File: config.mk
export PLATFORM = sky130hd
export DESIGN_NAME = dcache_word_counter
export DESIGN_NICKNAME = d
export VERILOG_FILES = /design/src/source/dcache_pkg.sv /design/src/source/dcache_word_counter.sv
export SDC_FILE = /design/constraint.sdc
export NUM_CORES = 1
export LEC_CHECK = 0
export ABC_AREA = 1
export ABC_CLOCK_PERIOD_IN_PS = 1100
export BUFFER_PORTS_ARGS = -buffer_cell sky130_fd_sc_hd__buf_2
export CORE_AREA = 2 2 39 41
export CTS_BUF_LIST = sky130_fd_sc_hd__clkbuf_16
export CTS_CLUSTER_DIAMETER = 200
export DETAILED_ROUTE_END_ITERATION = 8
export DIE_AREA = 0 0 41 43
export HOLD_SLACK_MARGIN = 0.08
export PLACE_DENSITY_LB_ADDON = 0.05
export SLEW_MARGIN = 10
export SYNTH_ARGS = -nofsm -noshare
export SYNTH_HDL_FRONTEND = slang
export SYNTH_SLANG_ARGS = --single-unit
File: constraint.sdc
create_clock -name clk -period 1.1 [get_ports clk]
set_input_delay 0.22 -clock clk [delete_from_list [all_inputs] [get_ports clk]]
set_output_delay 0.22 -clock clk [all_outputs]
set_load 0.03 [all_outputs]
File: src/source/dcache_pkg.sv
// Shared sizes, FSM state codes and the address view for the data cache RTL
`default_nettype none

package dcache_pkg;

    // Processor word address and data word
    localparam int addr_bits = 19;
    localparam int data_bits = 16;
    localparam int bytesel_bits = data_bits / 8;

    // Cache geometry, kept small for simulation
    localparam int num_lines = 64;
    localparam int line_words = 8;

    // Address split, tag takes whatever the index and offset leave
    localparam int offset_bits = $clog2(line_words);
    localparam int index_bits = $clog2(num_lines);
    localparam int tag_bits = addr_bits - index_bits - offset_bits;

    // Word address into the line data store
    localparam int line_addr_bits = index_bits + offset_bits;

    // Controller FSM encoding
    localparam int state_bits = 3;
    localparam logic [state_bits-1:0] st_idle = 3'd0;
    localparam logic [state_bits-1:0] st_lookup = 3'd1;
    localparam logic [state_bits-1:0] st_compare = 3'd2;
    localparam logic [state_bits-1:0] st_write_back = 3'd3;
    localparam logic [state_bits-1:0] st_fill = 3'd4;
    localparam logic [state_bits-1:0] st_done = 3'd5;

    // Field view of a word address, most significant field first
    typedef struct packed {
        logic [tag_bits-1:0] tag;
        logic [index_bits-1:0] index;
        logic [offset_bits-1:0] offset;
    } cache_addr_fields_t;

    // One address word, read flat or split into its fields
    typedef union packed {
        logic [addr_bits-1:0] word;
        cache_addr_fields_t fields;
    } cache_addr_t;

endpackage

`default_nettype wire

File: src/source/dcache_word_counter.sv
// Burst position counter for line transfers, flags the final word of a line
`default_nettype none
`timescale 1ns/1ps

module dcache_word_counter (
    input wire logic clk,
    input wire logic reset,
    input wire logic count_clear,
    input wire logic count_step,
    output logic [dcache_pkg::offset_bits-1:0] word_index,
    output logic last_word
);

    localparam logic [dcache_pkg::offset_bits-1:0] last_index =
        dcache_pkg::offset_bits'(dcache_pkg::line_words - 1);

    // Steps once per memory ack
    // Eight steps wrap it back to zero
    always_ff @(posedge clk or posedge reset) begin
        if (reset) begin
            word_index <= '0;
        end else if (count_clear) begin
            word_index <= '0;
        end else if (count_step) begin
            word_index <= word_index + dcache_pkg::offset_bits'(1);
        end
    end

    // Controller tests this, never the count itself
    assign last_word = (word_index == last_index);

endmodule

`default_nettype wire

After elaboration in Yosys (flattened, before gate mapping)
Index checks and enable logic that the tools add are counted.
{"block": "classes", "n_mux": 2, "eq_ne": 1, "reduce_logical": 1, "addsub": 1}
{"operator": "3-bit 2-to-1 mux", "n": 2}
{"operator": "3-bit by 1-bit adder with 3-bit output (second input constant)", "n": 1}
{"operator": "3-bit equality test (second input constant)", "n": 1}
{"operator": "2-bit nonzero test", "n": 1}
{"block": "word_totals", "output_inout_bits": 4, "regBits": 3, "in_bits": 4, "word_cells": 6}

Longest topological paths before layout
{"block": "logic_depth", "ltp_word": 3, "ltp_mapped": 4, "ltp_nobuf": 4}

Worst setup path after synthesis
Ideal clock, no wire load.
{"block": "synth_path", "kind": "reg-to-output", "start": "register word_index[0] (netlist name)", "end": "output last_word", "required_ns": 0.880, "stages_incl_launch_ff": 3, "n_path_buf": 0, "path_slack_ns": -0.157, "arrival_time_ns": 1.037, "path_cell_list": "dfrtp_1 > ha_1 > ha_1"}
{"block": "synth_via", "elab_chain_cells": 1}
{"element": "start: declaration", "line_no": "dcache_word_counter.sv:10", "text": "output logic [dcache_pkg::offset_bits-1:0] word_index,"}
{"element": "start signal: assignment", "line_no": "dcache_word_counter.sv:25", "text": "word_index <= word_index + dcache_pkg::offset_bits'(1);"}
{"element": "3-bit equality test", "line_no": "dcache_word_counter.sv:30", "text": "assign last_word = (word_index == last_index);"}
{"element": "end: declaration", "line_no": "dcache_word_counter.sv:11", "text": "output logic last_word"}
Every way passes these cells.

Final worst setup path
{"block": "layout_path", "start": "register word_index[1] (netlist name)", "end": "output last_word"}
The elaborated chain is that of the path after synthesis.

==> results.yml <==
setup_path:
  worst_ep_arrival_time_ps: 1070
  worstSetupPathType: "flip-flop to output pin"
  r2r_start: "word_index[1]$_DFFE_PP0P_"
  reg2reg_setup_slack_ps: 90
  crit_start: "word_index[1]$_DFFE_PP0P_"
  cp_max_fo: 2
  endpoint_kind: "output pin"
  cp-start-kind: "flip-flop"
  critPathRequiredTime_ps: 880
hold_path:
  hold_start: "count_clear"
  hold_class: "input pin to flip-flop"
pwr:
  comb_power_share_pct: 9.6
  sw_frac_of_total_pct: 18.9
  ir_worst_vdd_mv: 0.652
  finalPower_w: 0.000772
  p_leak_nw: 0.192
  intPower_w: 0.000626
  pwr-share-clk_pct: 74.1
  power_density_mw_per_mm2: 2060
  pwr-share-seq_pct: 16.3
  power.switching_w: 0.000146
placed_design:
  place_inst: 43
  dpl_cell_area_um2: 253
  dp_slack_ps: 1.89
  port_buffers: 7
  place.gp.congestion: 0.599
  dp_hpwl_um: 314
synthesis:
  ys_seq_area_share_pct: 48.4
  netlist-cell-type-count: 6
  syn_area_um2: 155
  syn_area_per_cell_um2: 8.62
  synth-seq-cells: 3
  synth_cells: 18
  yosysWarningCount: 0
  synth_nets: 24
global_routing:
  grt_max_degree: 5
  grt_pass1_vias: 163
  gr-total-overflow: 0
  grt_pass1_wl_um: 669
  grt_usage_pct: 6.54
  antenna_found_initial: 0
timing:
  layout_worst_path_cycle_share_pct: 118
  drv_slew: 0
  setup_tns_ps: -355
  worst_pin_slew_ps: 158
  clock_skew_ps: 3.07
  hold_viol_final: 0
  rsz0062_at_grt: "true"
  timing.fmax_mhz: 773
  setup-violations-final: 3
  fin_crit_ps: 1290
  relSlewSlack_pct: 89.5
  fin_ws_ps: -194
route:
  vias: 163
  drt-total-wl_um: 402
  first_iter_violations: 1
  drc: 0
  ant_nets: 0
  dr.pass1.iters: 2
  vias_per_cell: 3.33
  wire_per_inst_um: 8.20
layout:
  fillCellCount: 147
  top_regs: "word_index: 3 flops"
  syn2layout_area_growth_pct: 141
  drive_gt1_share_pct: 54.5
  diodes: 0
  largest_reg_flops: 3
  regMostFlops: "word_index"
  final_cell_area_um2: 374
  fin_cells: 49
  num-nets-final: 40
die:
  die_y_um: 43
  coreArea_mm2: 0.00138
  dieArea_mm2: 0.00176
  num_rows: 14
  start_util_pct: 11.2
  io_pins: 8
  die_x_um: 41
clock_tree:
  cts_root_buf: "clkbuf_16"
  clk_pin_slew_worst_paths_ps: 30
  cts_tree: "built"
  cts_buffer_depth: 2
  htree_levels: 1
  clkSinkCount: 3
  clk-insertion-delay-late_ps: 220
  cts_buffers: 3
outcome:
  status: "complete, but fails checks"
  violations: "negative setup slack"
run:
  maxCapViolCount: 0
## cell usage after synthesis (all sizes together)
| master | number | area (um^2) |
|---|---|---|
| nand3 | 3 | 15.0 |
| nand2 | 6 | 22.5 |
| nor2 | 1 | 6.26 |
| dfrtp | 3 | 75.1 |
| ha | 2 | 25.0 |
| inv | 3 | 11.3 |
## final timing paths
path | to | depth (start not counted)
worst max register to register | word_index[2]$_DFFE_PP0P_ | 4
min in group asynchronous | word_index[2]$_DFFE_PP0P_ | 3
worst min register to register | word_index[2]$_DFFE_PP0P_ | 2
worst min-delay path | word_index[1]$_DFFE_PP0P_ | 4
worst max-delay path | last_word | 3
max in group asynchronous | word_index[1]$_DFFE_PP0P_ | 3
## power by group through the flow
stage                     combinational [W]  sequential, W  clock [W]
after global placement            0.0000589       0.000128          0
after floorplan                   0.0000176       0.000141          0
after detailed placement          0.0000584       0.000127          0
after global routing              0.0000841       0.000126   0.000601
after CTS                         0.0000758       0.000126   0.000590
final                             0.0000744       0.000125   0.000572
## kinds of logic after synthesis
group                    after synthesis  share of synthesized area [%]
AND/OR/NAND/NOR                       10                           28.2
flip-flops                             3                           48.4
buffers and inverters                  3                           7.26
adder cells (fa/ha/maj)                2                           16.1
## cells in the final DEF, fill, tap and decap left out
cell and count:
dfrtp_2 2, buf_6 4, dfrtp_1 1, inv_1 4, buf_2 3, nor2_2 1
buf_4 2, dlygate4sd3_1 1, clkbuf_4 1, ha_4 2, nand3_1 3, clkbuf_16 3
nand2_1 6
## per-stage QoR
step / utilization, % / hold WS, ps
floorplan: - / -26.5
global placement: 18.3 / 93.4
detailed placement: 18.3 / 94.8
CTS: 26.9 / 265
global route: 27.0 / 301
finish: 27.0 / 266
## per-layer routing
layer	up-vias	wire length, um	track usage [%]
li1	87	-	-
met1	73	157	7.44
met2	3	227	7.50
met3	0	17	3.14
met4	0	0	8.00
met5	-	0	0
## cell type report
cell class	count	area, um^2	area share [%]
multi-input cells	12	93.8	25.1
repair buffers	11	92.6	24.7
flip-flops and latches	3	77.6	20.7
clock buffers	3	75.1	20.1
well taps	16	20.0	5.35
inverters	3	11.3	3.01
clock inverters	1	3.75	1.00
## critical path, cell delays in order (launching register included)
cell and delay, ps:
dfrtp_2 410, ha_4 170, ha_4 140, buf_6 130
## timing repair
action | in CTS | in global routing
resized for setup | 7 | 2
endpoints found under the setup margin | 3 | 4
pin swaps | 0 | 0
setup buffers | 1 | 1
hold endpoints to repair | 3 | 0
hold buffers | 1 | 0
Power figures use the tool's default switching activity.
