--- src/source/dcache_pkg.sv ---
// Shared sizes, FSM state codes and the address view for the data cache RTL
`default_nettype none

package dcache_pkg;

    // Processor word address and data word
    localparam int addr_bits = 19;
    localparam int data_bits = 16;
    localparam int bytesel_bits = data_bits / 8;

    // Cache geometry, kept small for simulation
    localparam int num_lines = 64;
    localparam int line_words = 8;

    // Address split, tag takes whatever the index and offset leave
    localparam int offset_bits = $clog2(line_words);
    localparam int index_bits = $clog2(num_lines);
    localparam int tag_bits = addr_bits - index_bits - offset_bits;

    // Word address into the line data store
    localparam int line_addr_bits = index_bits + offset_bits;

    // Controller FSM encoding
    localparam int state_bits = 3;
    localparam logic [state_bits-1:0] st_idle = 3'd0;
    localparam logic [state_bits-1:0] st_lookup = 3'd1;
    localparam logic [state_bits-1:0] st_compare = 3'd2;
    localparam logic [state_bits-1:0] st_write_back = 3'd3;
    localparam logic [state_bits-1:0] st_fill = 3'd4;
    localparam logic [state_bits-1:0] st_done = 3'd5;

    // Field view of a word address, most significant field first
    typedef struct packed {
        logic [tag_bits-1:0] tag;
        logic [index_bits-1:0] index;
        logic [offset_bits-1:0] offset;
    } cache_addr_fields_t;

    // One address word, read flat or split into its fields
    typedef union packed {
        logic [addr_bits-1:0] word;
        cache_addr_fields_t fields;
    } cache_addr_t;

endpackage

`default_nettype wire

--- src/source/dcache_controller.sv ---
// Data cache FSM, sequences lookup, write-back, fill and the processor ack
`default_nettype none
`timescale 1ns/1ps

module dcache_controller (
    input wire logic clk,
    input wire logic reset,
    input wire logic enabled,

    // Processor request
    input wire logic c_access,
    input wire logic c_wr_en,
    input wire dcache_pkg::cache_addr_t c_addr,

    // Tag store result
    input wire logic hit,
    input wire logic [dcache_pkg::tag_bits-1:0] victim_tag,
    input wire logic victim_dirty,

    // Memory handshake
    input wire logic m_ack,

    // Burst counter
    input wire logic last_word,
    input wire logic [dcache_pkg::offset_bits-1:0] word_index,
    output logic count_clear,
    output logic count_step,

    // Tag store updates
    output logic tag_wr,
    output logic valid_set,
    output logic dirty_set,
    output logic dirty_clear,

    // Line store control
    output logic line_wr_en_a,
    output logic line_wr_en_b,
    output logic [dcache_pkg::line_addr_bits-1:0] line_addr_b,

    // Memory burst request
    output logic [dcache_pkg::addr_bits-1:0] burst_addr,
    output logic burst_access,
    output logic burst_write,

    // Processor ack, one cycle
    output logic ack
);

    logic [dcache_pkg::state_bits-1:0] state;
    logic [dcache_pkg::state_bits-1:0] state_next;
    logic [dcache_pkg::offset_bits-1:0] next_word;
    logic [dcache_pkg::offset_bits-1:0] offset_b;
    dcache_pkg::cache_addr_t burst_u;

    always_ff @(posedge clk or posedge reset) begin
        if (reset) begin
            state <= dcache_pkg::st_idle;
            ack <= 1'b0;
        end else begin
            state <= state_next;
            // Compare cycle with a hit raises the ack, done holds it one cycle
            ack <= (state == dcache_pkg::st_compare) && hit;
        end
    end

    always_comb begin
        state_next = state;
        count_clear = 1'b0;
        count_step = 1'b0;
        tag_wr = 1'b0;
        valid_set = 1'b0;
        dirty_set = 1'b0;
        dirty_clear = 1'b0;
        line_wr_en_a = 1'b0;
        line_wr_en_b = 1'b0;
        case (state)
            dcache_pkg::st_idle: begin
                // Bypass keeps the FSM parked here
                if (enabled && c_access) begin
                    state_next = dcache_pkg::st_lookup;
                end
            end
            dcache_pkg::st_lookup: begin
                // Tag and data arrays read the processor address
                state_next = dcache_pkg::st_compare;
            end
            dcache_pkg::st_compare: begin
                count_clear = 1'b1;
                if (hit) begin
                    line_wr_en_a = c_wr_en;
                    dirty_set = c_wr_en;
                    state_next = dcache_pkg::st_done;
                end else if (victim_dirty) begin
                    state_next = dcache_pkg::st_write_back;
                end else begin
                    // Clean victim, claim the line and fetch
                    tag_wr = 1'b1;
                    dirty_clear = 1'b1;
                    state_next = dcache_pkg::st_fill;
                end
            end
            dcache_pkg::st_write_back: begin
                count_step = m_ack;
                if (m_ack && last_word) begin
                    tag_wr = 1'b1;
                    dirty_clear = 1'b1;
                    state_next = dcache_pkg::st_fill;
                end
            end
            dcache_pkg::st_fill: begin
                count_step = m_ack;
                line_wr_en_b = m_ack;
                // Line complete, retry the access as a hit
                if (m_ack && last_word) begin
                    valid_set = 1'b1;
                    state_next = dcache_pkg::st_lookup;
                end
            end
            dcache_pkg::st_done: begin
                // Request still up this cycle, so do not sample it
                state_next = dcache_pkg::st_idle;
            end
            default: begin
                state_next = dcache_pkg::st_idle;
            end
        endcase
    end

    // Write-back reads one word ahead to cover the RAM latency
    assign next_word = word_index + dcache_pkg::offset_bits'(1);
    assign offset_b = (state == dcache_pkg::st_write_back && m_ack) ? next_word : word_index;
    assign line_addr_b = {c_addr.fields.index, offset_b};

    // Victim tag for write-back, requested tag for fill
    always_comb begin
        burst_u.fields.tag = (state == dcache_pkg::st_write_back) ? victim_tag
                                                                   : c_addr.fields.tag;
        burst_u.fields.index = c_addr.fields.index;
        burst_u.fields.offset = word_index;
    end

    assign burst_addr = burst_u.word;
    assign burst_access = (state == dcache_pkg::st_write_back) || (state == dcache_pkg::st_fill);
    assign burst_write = (state == dcache_pkg::st_write_back);

endmodule

`default_nettype wire

--- config.mk ---
export PLATFORM = sky130hd
export DESIGN_NAME = dcache_controller
export DESIGN_NICKNAME = d
export VERILOG_FILES = /design/src/source/dcache_pkg.sv /design/src/source/dcache_controller.sv
export SDC_FILE = /design/constraint.sdc
export NUM_CORES = 1
export LEC_CHECK = 0
export ABC_AREA = 1
export ABC_CLOCK_PERIOD_IN_PS = 2000
export BUFFER_PORTS_ARGS = -buffer_cell sky130_fd_sc_hd__buf_2
export CORE_MARGIN = 2
export CORE_UTILIZATION = 30
export DETAILED_ROUTE_END_ITERATION = 16
export GPL_TIMING_DRIVEN = 1
export HOLD_SLACK_MARGIN = 0.05
export PLACE_DENSITY = 0.73
export REMOVE_ABC_BUFFERS = 1
export SYNTH_ARGS = -nofsm -noshare
export SYNTH_HDL_FRONTEND = slang
export SYNTH_SLANG_ARGS = --single-unit
--- constraint.sdc ---
create_clock -name clk -period 2 [get_ports clk]
set_input_delay 0.4 -clock clk [delete_from_list [all_inputs] [get_ports clk]]
set_output_delay 0.4 -clock clk [all_outputs]
set_load 0.005 [all_outputs]
## After elaboration in Yosys (flattened, before gate mapping)

Cells that the tools add are included.

- Multiply operators: 0
- Reduce and logical (&&, ||, !) cells: 8
- $add $sub $neg: 1
- Multiplexer cells: 18
- Equal/unequal tests: 7
- $lt $le $gt $ge: 0
- Bitwise gates (word level): 0
- Shift operators: 0
- Divide/modulo/power cells: 0

Operator list:

| kind | number |
|---|---|
| $mux 3 | 6 |
| $pmux 3 s5 | 1 |
| $mux 10 | 1 |
| $mux 1 | 9 |
| $eq 3x2->1 const B | 2 |
| $logic_and 1x1->1 | 4 |
| $ne 2x2->1 const B | 2 |
| $add 3x1->3 const B | 1 |
| $eq 3x1->1 const B | 1 |
| $eq 3x3->1 const B | 1 |
| $logic_not 3->1 | 1 |
| $reduce_and 3->1 | 1 |
| $ne 2x1->1 const B | 1 |
| $pmux 1 s2 | 1 |
| $reduce_or 2->1 | 1 |
| $logic_or 1x1->1 | 1 |

- ROM bits: 0
- Bits in writable memories: 0
- Flip-flop bits (word level): 4
- Memories: 0
- Bits in latches: 0
- Word-level logic and storage cells: 36

## Logic depth before layout (Yosys ltp)

Gate-level depths: netlist of run 1.

- Depth in word-level cells: 3
- Depth in mapped cells: 6
- Depth with buffers taken out: 6

## Worst setup path after synthesis of run 1

OpenSTA, ideal clock, no wires.

- Kind: register to output
- Start: register state[1] (netlist bit)
- End: output tag_wr
- Slack: 0.612 ns
- Arrival time: 0.988 ns
- Cell stages (with the launch flop): 6
- Cell sequence: dfrtp_1 > inv_1 > nor2_1 > nand2_1 > o22ai_1 > buf_4

- Longest elaborated chain between the ends: 2
- Elaborated cells on any way between the ends: 3
- Those cells by class: eq/ne: 2; mux: 1

Ends and longest elaborated chain:

| item | line | RTL |
|---|---|---|
| start, declared | dcache_controller.sv:49 | `logic [dcache_pkg::state_bits-1:0] state;` |
| start signal, assigned | dcache_controller.sv:57 | `state <= dcache_pkg::st_idle;` |
| start signal, assigned | dcache_controller.sv:60 | `state <= state_next;` |
| $eq 3x2->1 | - |  |
| $pmux 1 s2 (*) | - |  |
| end, declared | dcache_controller.sv:30 | `output logic tag_wr,` |

Every way passes the cells marked *; elsewhere a longest branch is shown, timed or not.

## Worst setup path in the final report of run 1

- Start: register state[2] (netlist bit)
- End: output line_addr_b[0] (netlist bit)

- Longest elaborated chain between the ends: 3

Ends and longest elaborated chain:

| item | line | RTL |
|---|---|---|
| $eq 3x2->1 | dcache_controller.sv:131 | `assign offset_b = (state == dcache_pkg::st_write_back && m_ack) ? next_word : word_index;` |
| $logic_and 1x1->1 | dcache_controller.sv:131 |  |
| $mux 3 | dcache_controller.sv:131 |  |
| end, declared | dcache_controller.sv:38 | `output logic [dcache_pkg::line_addr_bits-1:0] line_addr_b,` |

Every way passes these cells.

==> flow_metrics.py, run 1 <==
metrics = {
    "place": {
        "place_congestion": 0.757,
        "io_buffer_count": 58,
        "placed_cells": 171,
        "place_area_um2": 793,
        "hpwl_um": 1300,
        "post-place-ws_ns": 0.370,
    },
    "critical_path": {
        "critPathKind": "reg2out",
        "endpoint_kind": "output port",
        "worstPathArrival_ns": 1.42,
        "cp_max_fo": 14,
        "required_ns": 1.60,
        "critPathLaunchType": "flop",
        "startpoint": "state[2]",
        "r2r_start": "state[2]",
    },
    "cts": {
        "path_clk_slew_ns": 0.04,
        "tritoncts": "yes",
        "htreeDepth": 1,
        "cts.sinks": 4,
        "numCtsBuffers": 3,
        "worstSkewPairLatency_ns": 0.23,
        "cts-root-buf": "clkbuf_4",
        "cts_buffer_depth": 2,
    },
    "timing": {
        "fin_skew_ns": 0.00215,
        "slew_viol_final": 0,
        "setup_ws_ns": 0.184,
        "max_freq_ghz": 0.551,
        "timing.final.crit_share_pct": 90.8,
        "tightestPinTransition_ns": 0.276,
        "setup_tns_ns": 0,
        "slew_headroom_pct": 81.5,
        "fin_crit_ns": 1.82,
        "rsz0062_at_grt": "no",
        "hold_viol": 0,
        "setup_viol": 0,
        "whs_ns": 0.443,
    },
    "detailed_routing": {
        "via_per_inst": 4.24,
        "wl_per_cell_um": 8.96,
        "met3WireLength_um": 259,
        "wl_met2_um": 757,
        "wirelength_met1_um": 588,
        "wl_um": 1600,
        "drt_iter0_markers": 7,
        "vias": 759,
        "drt-pass1-iter-count": 4,
        "drc": 0,
        "top_layer_used": "met3",
        "ant_nets": 0,
    },
    "grt": {
        "grt_pass1_vias": 670,
        "grt_pass1_wl_um": 2580,
        "antenna_found_initial": 0,
        "gr-total-overflow": 0,
        "track_usage_pct": 13.2,
        "grt_max_degree": 18,
    },
    "die": {
        "die_w_um": 49.3,
        "start_util_pct": 31.7,
        "core_area_um2": 1940,
        "rows": 16,
        "ios": 80,
        "die_area_um2": 2430,
        "fp.dieH_um": 49.3,
    },
    "final_layout": {
        "regArea_um2": 100,
        "instances_no_fill": 179,
        "fin_util_pct": 44.2,
        "stdcell_area_um2": 858,
        "final_nets": 196,
        "syn2layout_area_growth_pct": 39.4,
        "nFillCells": 201,
        "multi_input_area_um2": 332,
        "drive_gt1_share_pct": 47.4,
        "n_antenna_cell": 0,
    },
    "pwr": {
        "power_density_nw_per_um2": 913,
        "peakVddDrop_v": 0.000356,
        "total_power_mw": 0.783,
        "leakage_nw": 0.573,
    },
    "flow_run": {
        "cap_viol_max_count": 0,
    },
    "run_status": {
        "outcome": "finished clean",
    },
    "synth": {
        "yosysWarnings": 0,
        "syn_inst": 105,
        "synth_seq_area_share_pct": 16.3,
        "synth_seq_cells": 4,
        "syn_avg_cell_area_um2": 5.86,
        "yosys.area.top_type": "nand2_1",
        "yosys-top-cells-area": "nand2_1 (29%), buf_4 (22%), dfrtp_1 (16%), inv_1 (4.9%), nor2_1 (4.3%)",
        "ys_types": 18,
        "syn_area_um2": 616,
        "yosys.area.top_type_share_pct": 29.3,
    },
    "worst_hold_path": {
        "hp-class": "in2reg",
        "min_from": "hit",
    },
}
## where the power goes
part           internal [mW]  switching, mW
clock network         0.0670         0.0311
logic                  0.240          0.287
registers              0.114         0.0433
total                  0.422          0.362
## synthesized netlist by cell type
cell / count
a21oi_1: 1
buf_4: 18
buf_6: 1
dfrtp_1: 4
ha_1: 1
inv_1: 8
inv_2: 2
nand2_1: 48
nand2_2: 3
nand3_1: 5
nand3_4: 1
nand3b_1: 1
nor2_1: 7
nor2_4: 1
o211ai_1: 1
o21ai_0: 1
o22ai_1: 1
xor2_1: 1
## path summary, 6_finish.rpt
kind | end | slack [ns] | cells past startpoint
min in group asynchronous | ack | 0.60 | 3
hold reg to reg | state[2] | 0.65 | 2
setup / recovery | line_addr_b[0] | 0.18 | 5
setup reg to reg | state[2] | 0.71 | 7
hold / removal | ack | 0.44 | 3
max in group asynchronous | state[1] | 1.25 | 3
## per-layer routing
| metal | GRT usage, % | vias to the layer above |
|---|---|---|
| li1 | - | 397 |
| met1 | 13.9 | 296 |
| met2 | 22.7 | 66 |
| met3 | 4.60 | 0 |
| met4 | 7.14 | 0 |
| met5 | 0 | - |
## area by class of cell
type,count,share of cell area (%)
multi-input combinational,72,38.6
tap,27,3.94
sequential,4,11.7
timing repair buffer,63,38.5
clock buffer,3,2.62
inverter,10,4.66
## registers in the layout, indices dropped and copies added (netlist names)
register,count
ack,1
state,3
## cell usage in the layout (no fill, tap or decap)
cell type / count
inv_2: 1
o21ai_0: 1
nand2_1: 48
ha_1: 1
inv_4: 1
o211ai_1: 1
xor2_1: 1
nand2_2: 3
inv_1: 8
o22ai_1: 1
nand3_1: 5
buf_4: 4
nor2_1: 7
a21oi_1: 1
clkbuf_4: 3
dfrtp_1: 4
nand3b_1: 1
dlygate4sd3_1: 1
buf_2: 58
nor2_4: 1
nand3_4: 1
## timing repair
item	in CTS	in global routing
setup buffers	0	4
resized for setup	0	1
hold buffers	1	0
hold endpoints to repair	4	0
setup endpoints to repair	0	6
## logic make-up (layout without fill, tap and decap cells)
logic type | after synthesis | count (layout) | share of synthesized area, %
xor+xnor | 1 | 1 | 1.42
buf+inv | 29 | 76 | 29.9
simple gates | 66 | 66 | 46.5
compound gates | 4 | 4 | 3.86
flops | 4 | 4 | 16.3
fa+ha+maj | 1 | 1 | 2.03
## worst max-delay path, cell delays in order (launching register included)
cell and delay (ns):
dfrtp_1 0.43, inv_2 0.11, nand3_4 0.18, nor2_4 0.17, xor2_1 0.16, buf_2 0.13
No activity file was read; power rests on OpenSTA's default activity.
==> run 2, diff against run 1 <==
==> constraint.sdc (replaced) <==
create_clock -name clk -period 2 [get_ports clk]
set_input_delay 0.1 -clock clk [delete_from_list [all_inputs] [get_ports clk]]
set_output_delay 0.1 -clock clk [all_outputs]
set_load 0.005 [all_outputs]
==> flow_metrics.py, run 2 (synthesized netlist as in run 1, its figures left out) <==
metrics = {
    "final_layout": {
        "n_antenna_cell": 0,
        "largest_register_ffs": 3,
        "layout_common_cells": "buf_2 (58), nand2_1 (48), inv_1 (8)",
        "nFillCells": 208,
        "reg_top3": "state: 3 flops, ack: 1 flops",
        "stdcell_area_um2": 826,
        "final_nets": 192,
        "drive_gt1_share_pct": 45.9,
        "syn2layout_area_growth_pct": 34.1,
        "final_common_cell": "buf_2",
        "fin_util_pct": 42.5,
        "regMostFlops": "state",
    },
    "grt": {
        "gr-total-overflow": 0,
        "grt_pass1_vias": 672,
        "track_usage_pct": 13.3,
        "grt_pass1_wl_um": 2550,
        "antenna_found_initial": 0,
        "grt_max_degree": 18,
    },
    "cts": {
        "path_clk_slew_ns": 0.03,
        "cts-root-buf": "clkbuf_4",
        "cts-resized-gates": 0,
        "cts_buffer_depth": 2,
        "tritoncts": "yes",
        "numCtsBuffers": 3,
        "cts.sinks": 4,
        "hold_buffers": 1,
        "post-cts-setup-buffers": 0,
        "htreeDepth": 1,
        "worstSkewPairLatency_ns": 0.23,
    },
    "timing": {
        "setup_viol": 0,
        "max_freq_ghz": 0.648,
        "fin_skew_ns": 0.000353,
        "timing.final.crit_share_pct": 77.2,
        "hold_viol": 0,
        "rsz0062_at_grt": "no",
        "setup_ws_ns": 0.456,
        "tightestPinTransition_ns": 0.296,
        "slew_headroom_pct": 80.2,
        "setup_tns_ns": 0,
        "slew_viol_final": 0,
        "fin_crit_ns": 1.54,
    },
    "pwr": {
        "power_density_nw_per_um2": 903,
        "leakage_nw": 0.556,
        "peakVddDrop_v": 0.000301,
    },
    "worst_hold_path": {
        "hp-class": "in2reg",
    },
    "detailed_routing": {
        "wl_per_cell_um": 9.21,
        "ant_nets": 0,
        "drt_iter0_markers": 5,
        "via_per_inst": 4.34,
        "drc": 0,
        "vias": 760,
        "wl_um": 1610,
        "drt-pass1-iter-count": 4,
    },
    "critical_path": {
        "critPathKind": "reg2out",
        "required_ns": 1.90,
        "critPathLaunchType": "flop",
        "endpoint_kind": "output port",
        "worstPathArrival_ns": 1.44,
        "cp_max_fo": 17,
    },
    "run_status": {
        "outcome": "finished clean",
    },
    "die": {
        "core_area_um2": 1940,
        "rows": 16,
        "die_area_um2": 2430,
        "die_w_um": 49.3,
        "fp.dieH_um": 49.3,
        "ios": 80,
        "start_util_pct": 31.7,
    },
    "place": {
        "post-place-ws_ns": 0.666,
        "place_congestion": 0.757,
        "io_buffer_count": 58,
        "place_area_um2": 793,
        "hpwl_um": 1330,
    },
    "flow_run": {
        "cap_viol_max_count": 0,
    },
}
run 2: cell count changes in the layout (fill, tap and decap cells not counted):
cell / change
inv_4: -1
buf_4: -4
inv_2: +1
run 2: metrics by stage:
step,instances,hold WS [ns],power (mW)
after CTS,175,0.138,0.755
after floorplan,86,-0.134,0.451
after global placement,171,-0.0249,0.634
after detailed placement,171,-0.0130,0.652
final,175,0.143,0.745
after global routing,175,0.173,0.824
run 2: cell type report:
cell class	instances	area (um^2)	area share, %
clock buffers	3	22.5	2.73
inverters	10	37.5	4.55
multi-input cells	72	332	40.2
flip-flops and latches	4	100	12.1
well taps	27	33.8	4.09
repair buffers	59	300	36.4
run 2: worst paths after layout:
| path | from | endpoint | slack, ns | depth (start not counted) |
|---|---|---|---|---|
| worst max-delay path | state[2] | burst_addr[12] | 0.46 | 6 |
| worst min-delay path | hit | ack | 0.14 | 3 |
| min in group asynchronous | reset | ack | 0.30 | 3 |
| worst min register to register | state[2] | state[2] | 0.64 | 2 |
| max in group asynchronous | reset | state[1] | 1.55 | 3 |
| worst max register to register | state[2] | state[1] | 0.75 | 5 |
run 2: layer usage:
layer	global-route usage, %	vias up	share of wire, %
met1	13.8	303	38
met2	22.7	65	46
met3	4.29	4	14
li1	-	388	-
met4	8.57	0	1.9
met5	0	-	0
run 2: critical path, stage by stage, from the launching register on:
cell and delay (ns):
dfrtp_1 0.43, inv_2 0.11, nand3_4 0.19, inv_2 0.24, nand2_1 0.08, nand2_1 0.06
buf_2 0.10
run 2: report_power, final:
part | internal (mW) | switching [mW]
Combinational | 0.209 | 0.281
Clock | 0.0669 | 0.0302
Sequential | 0.114 | 0.0443
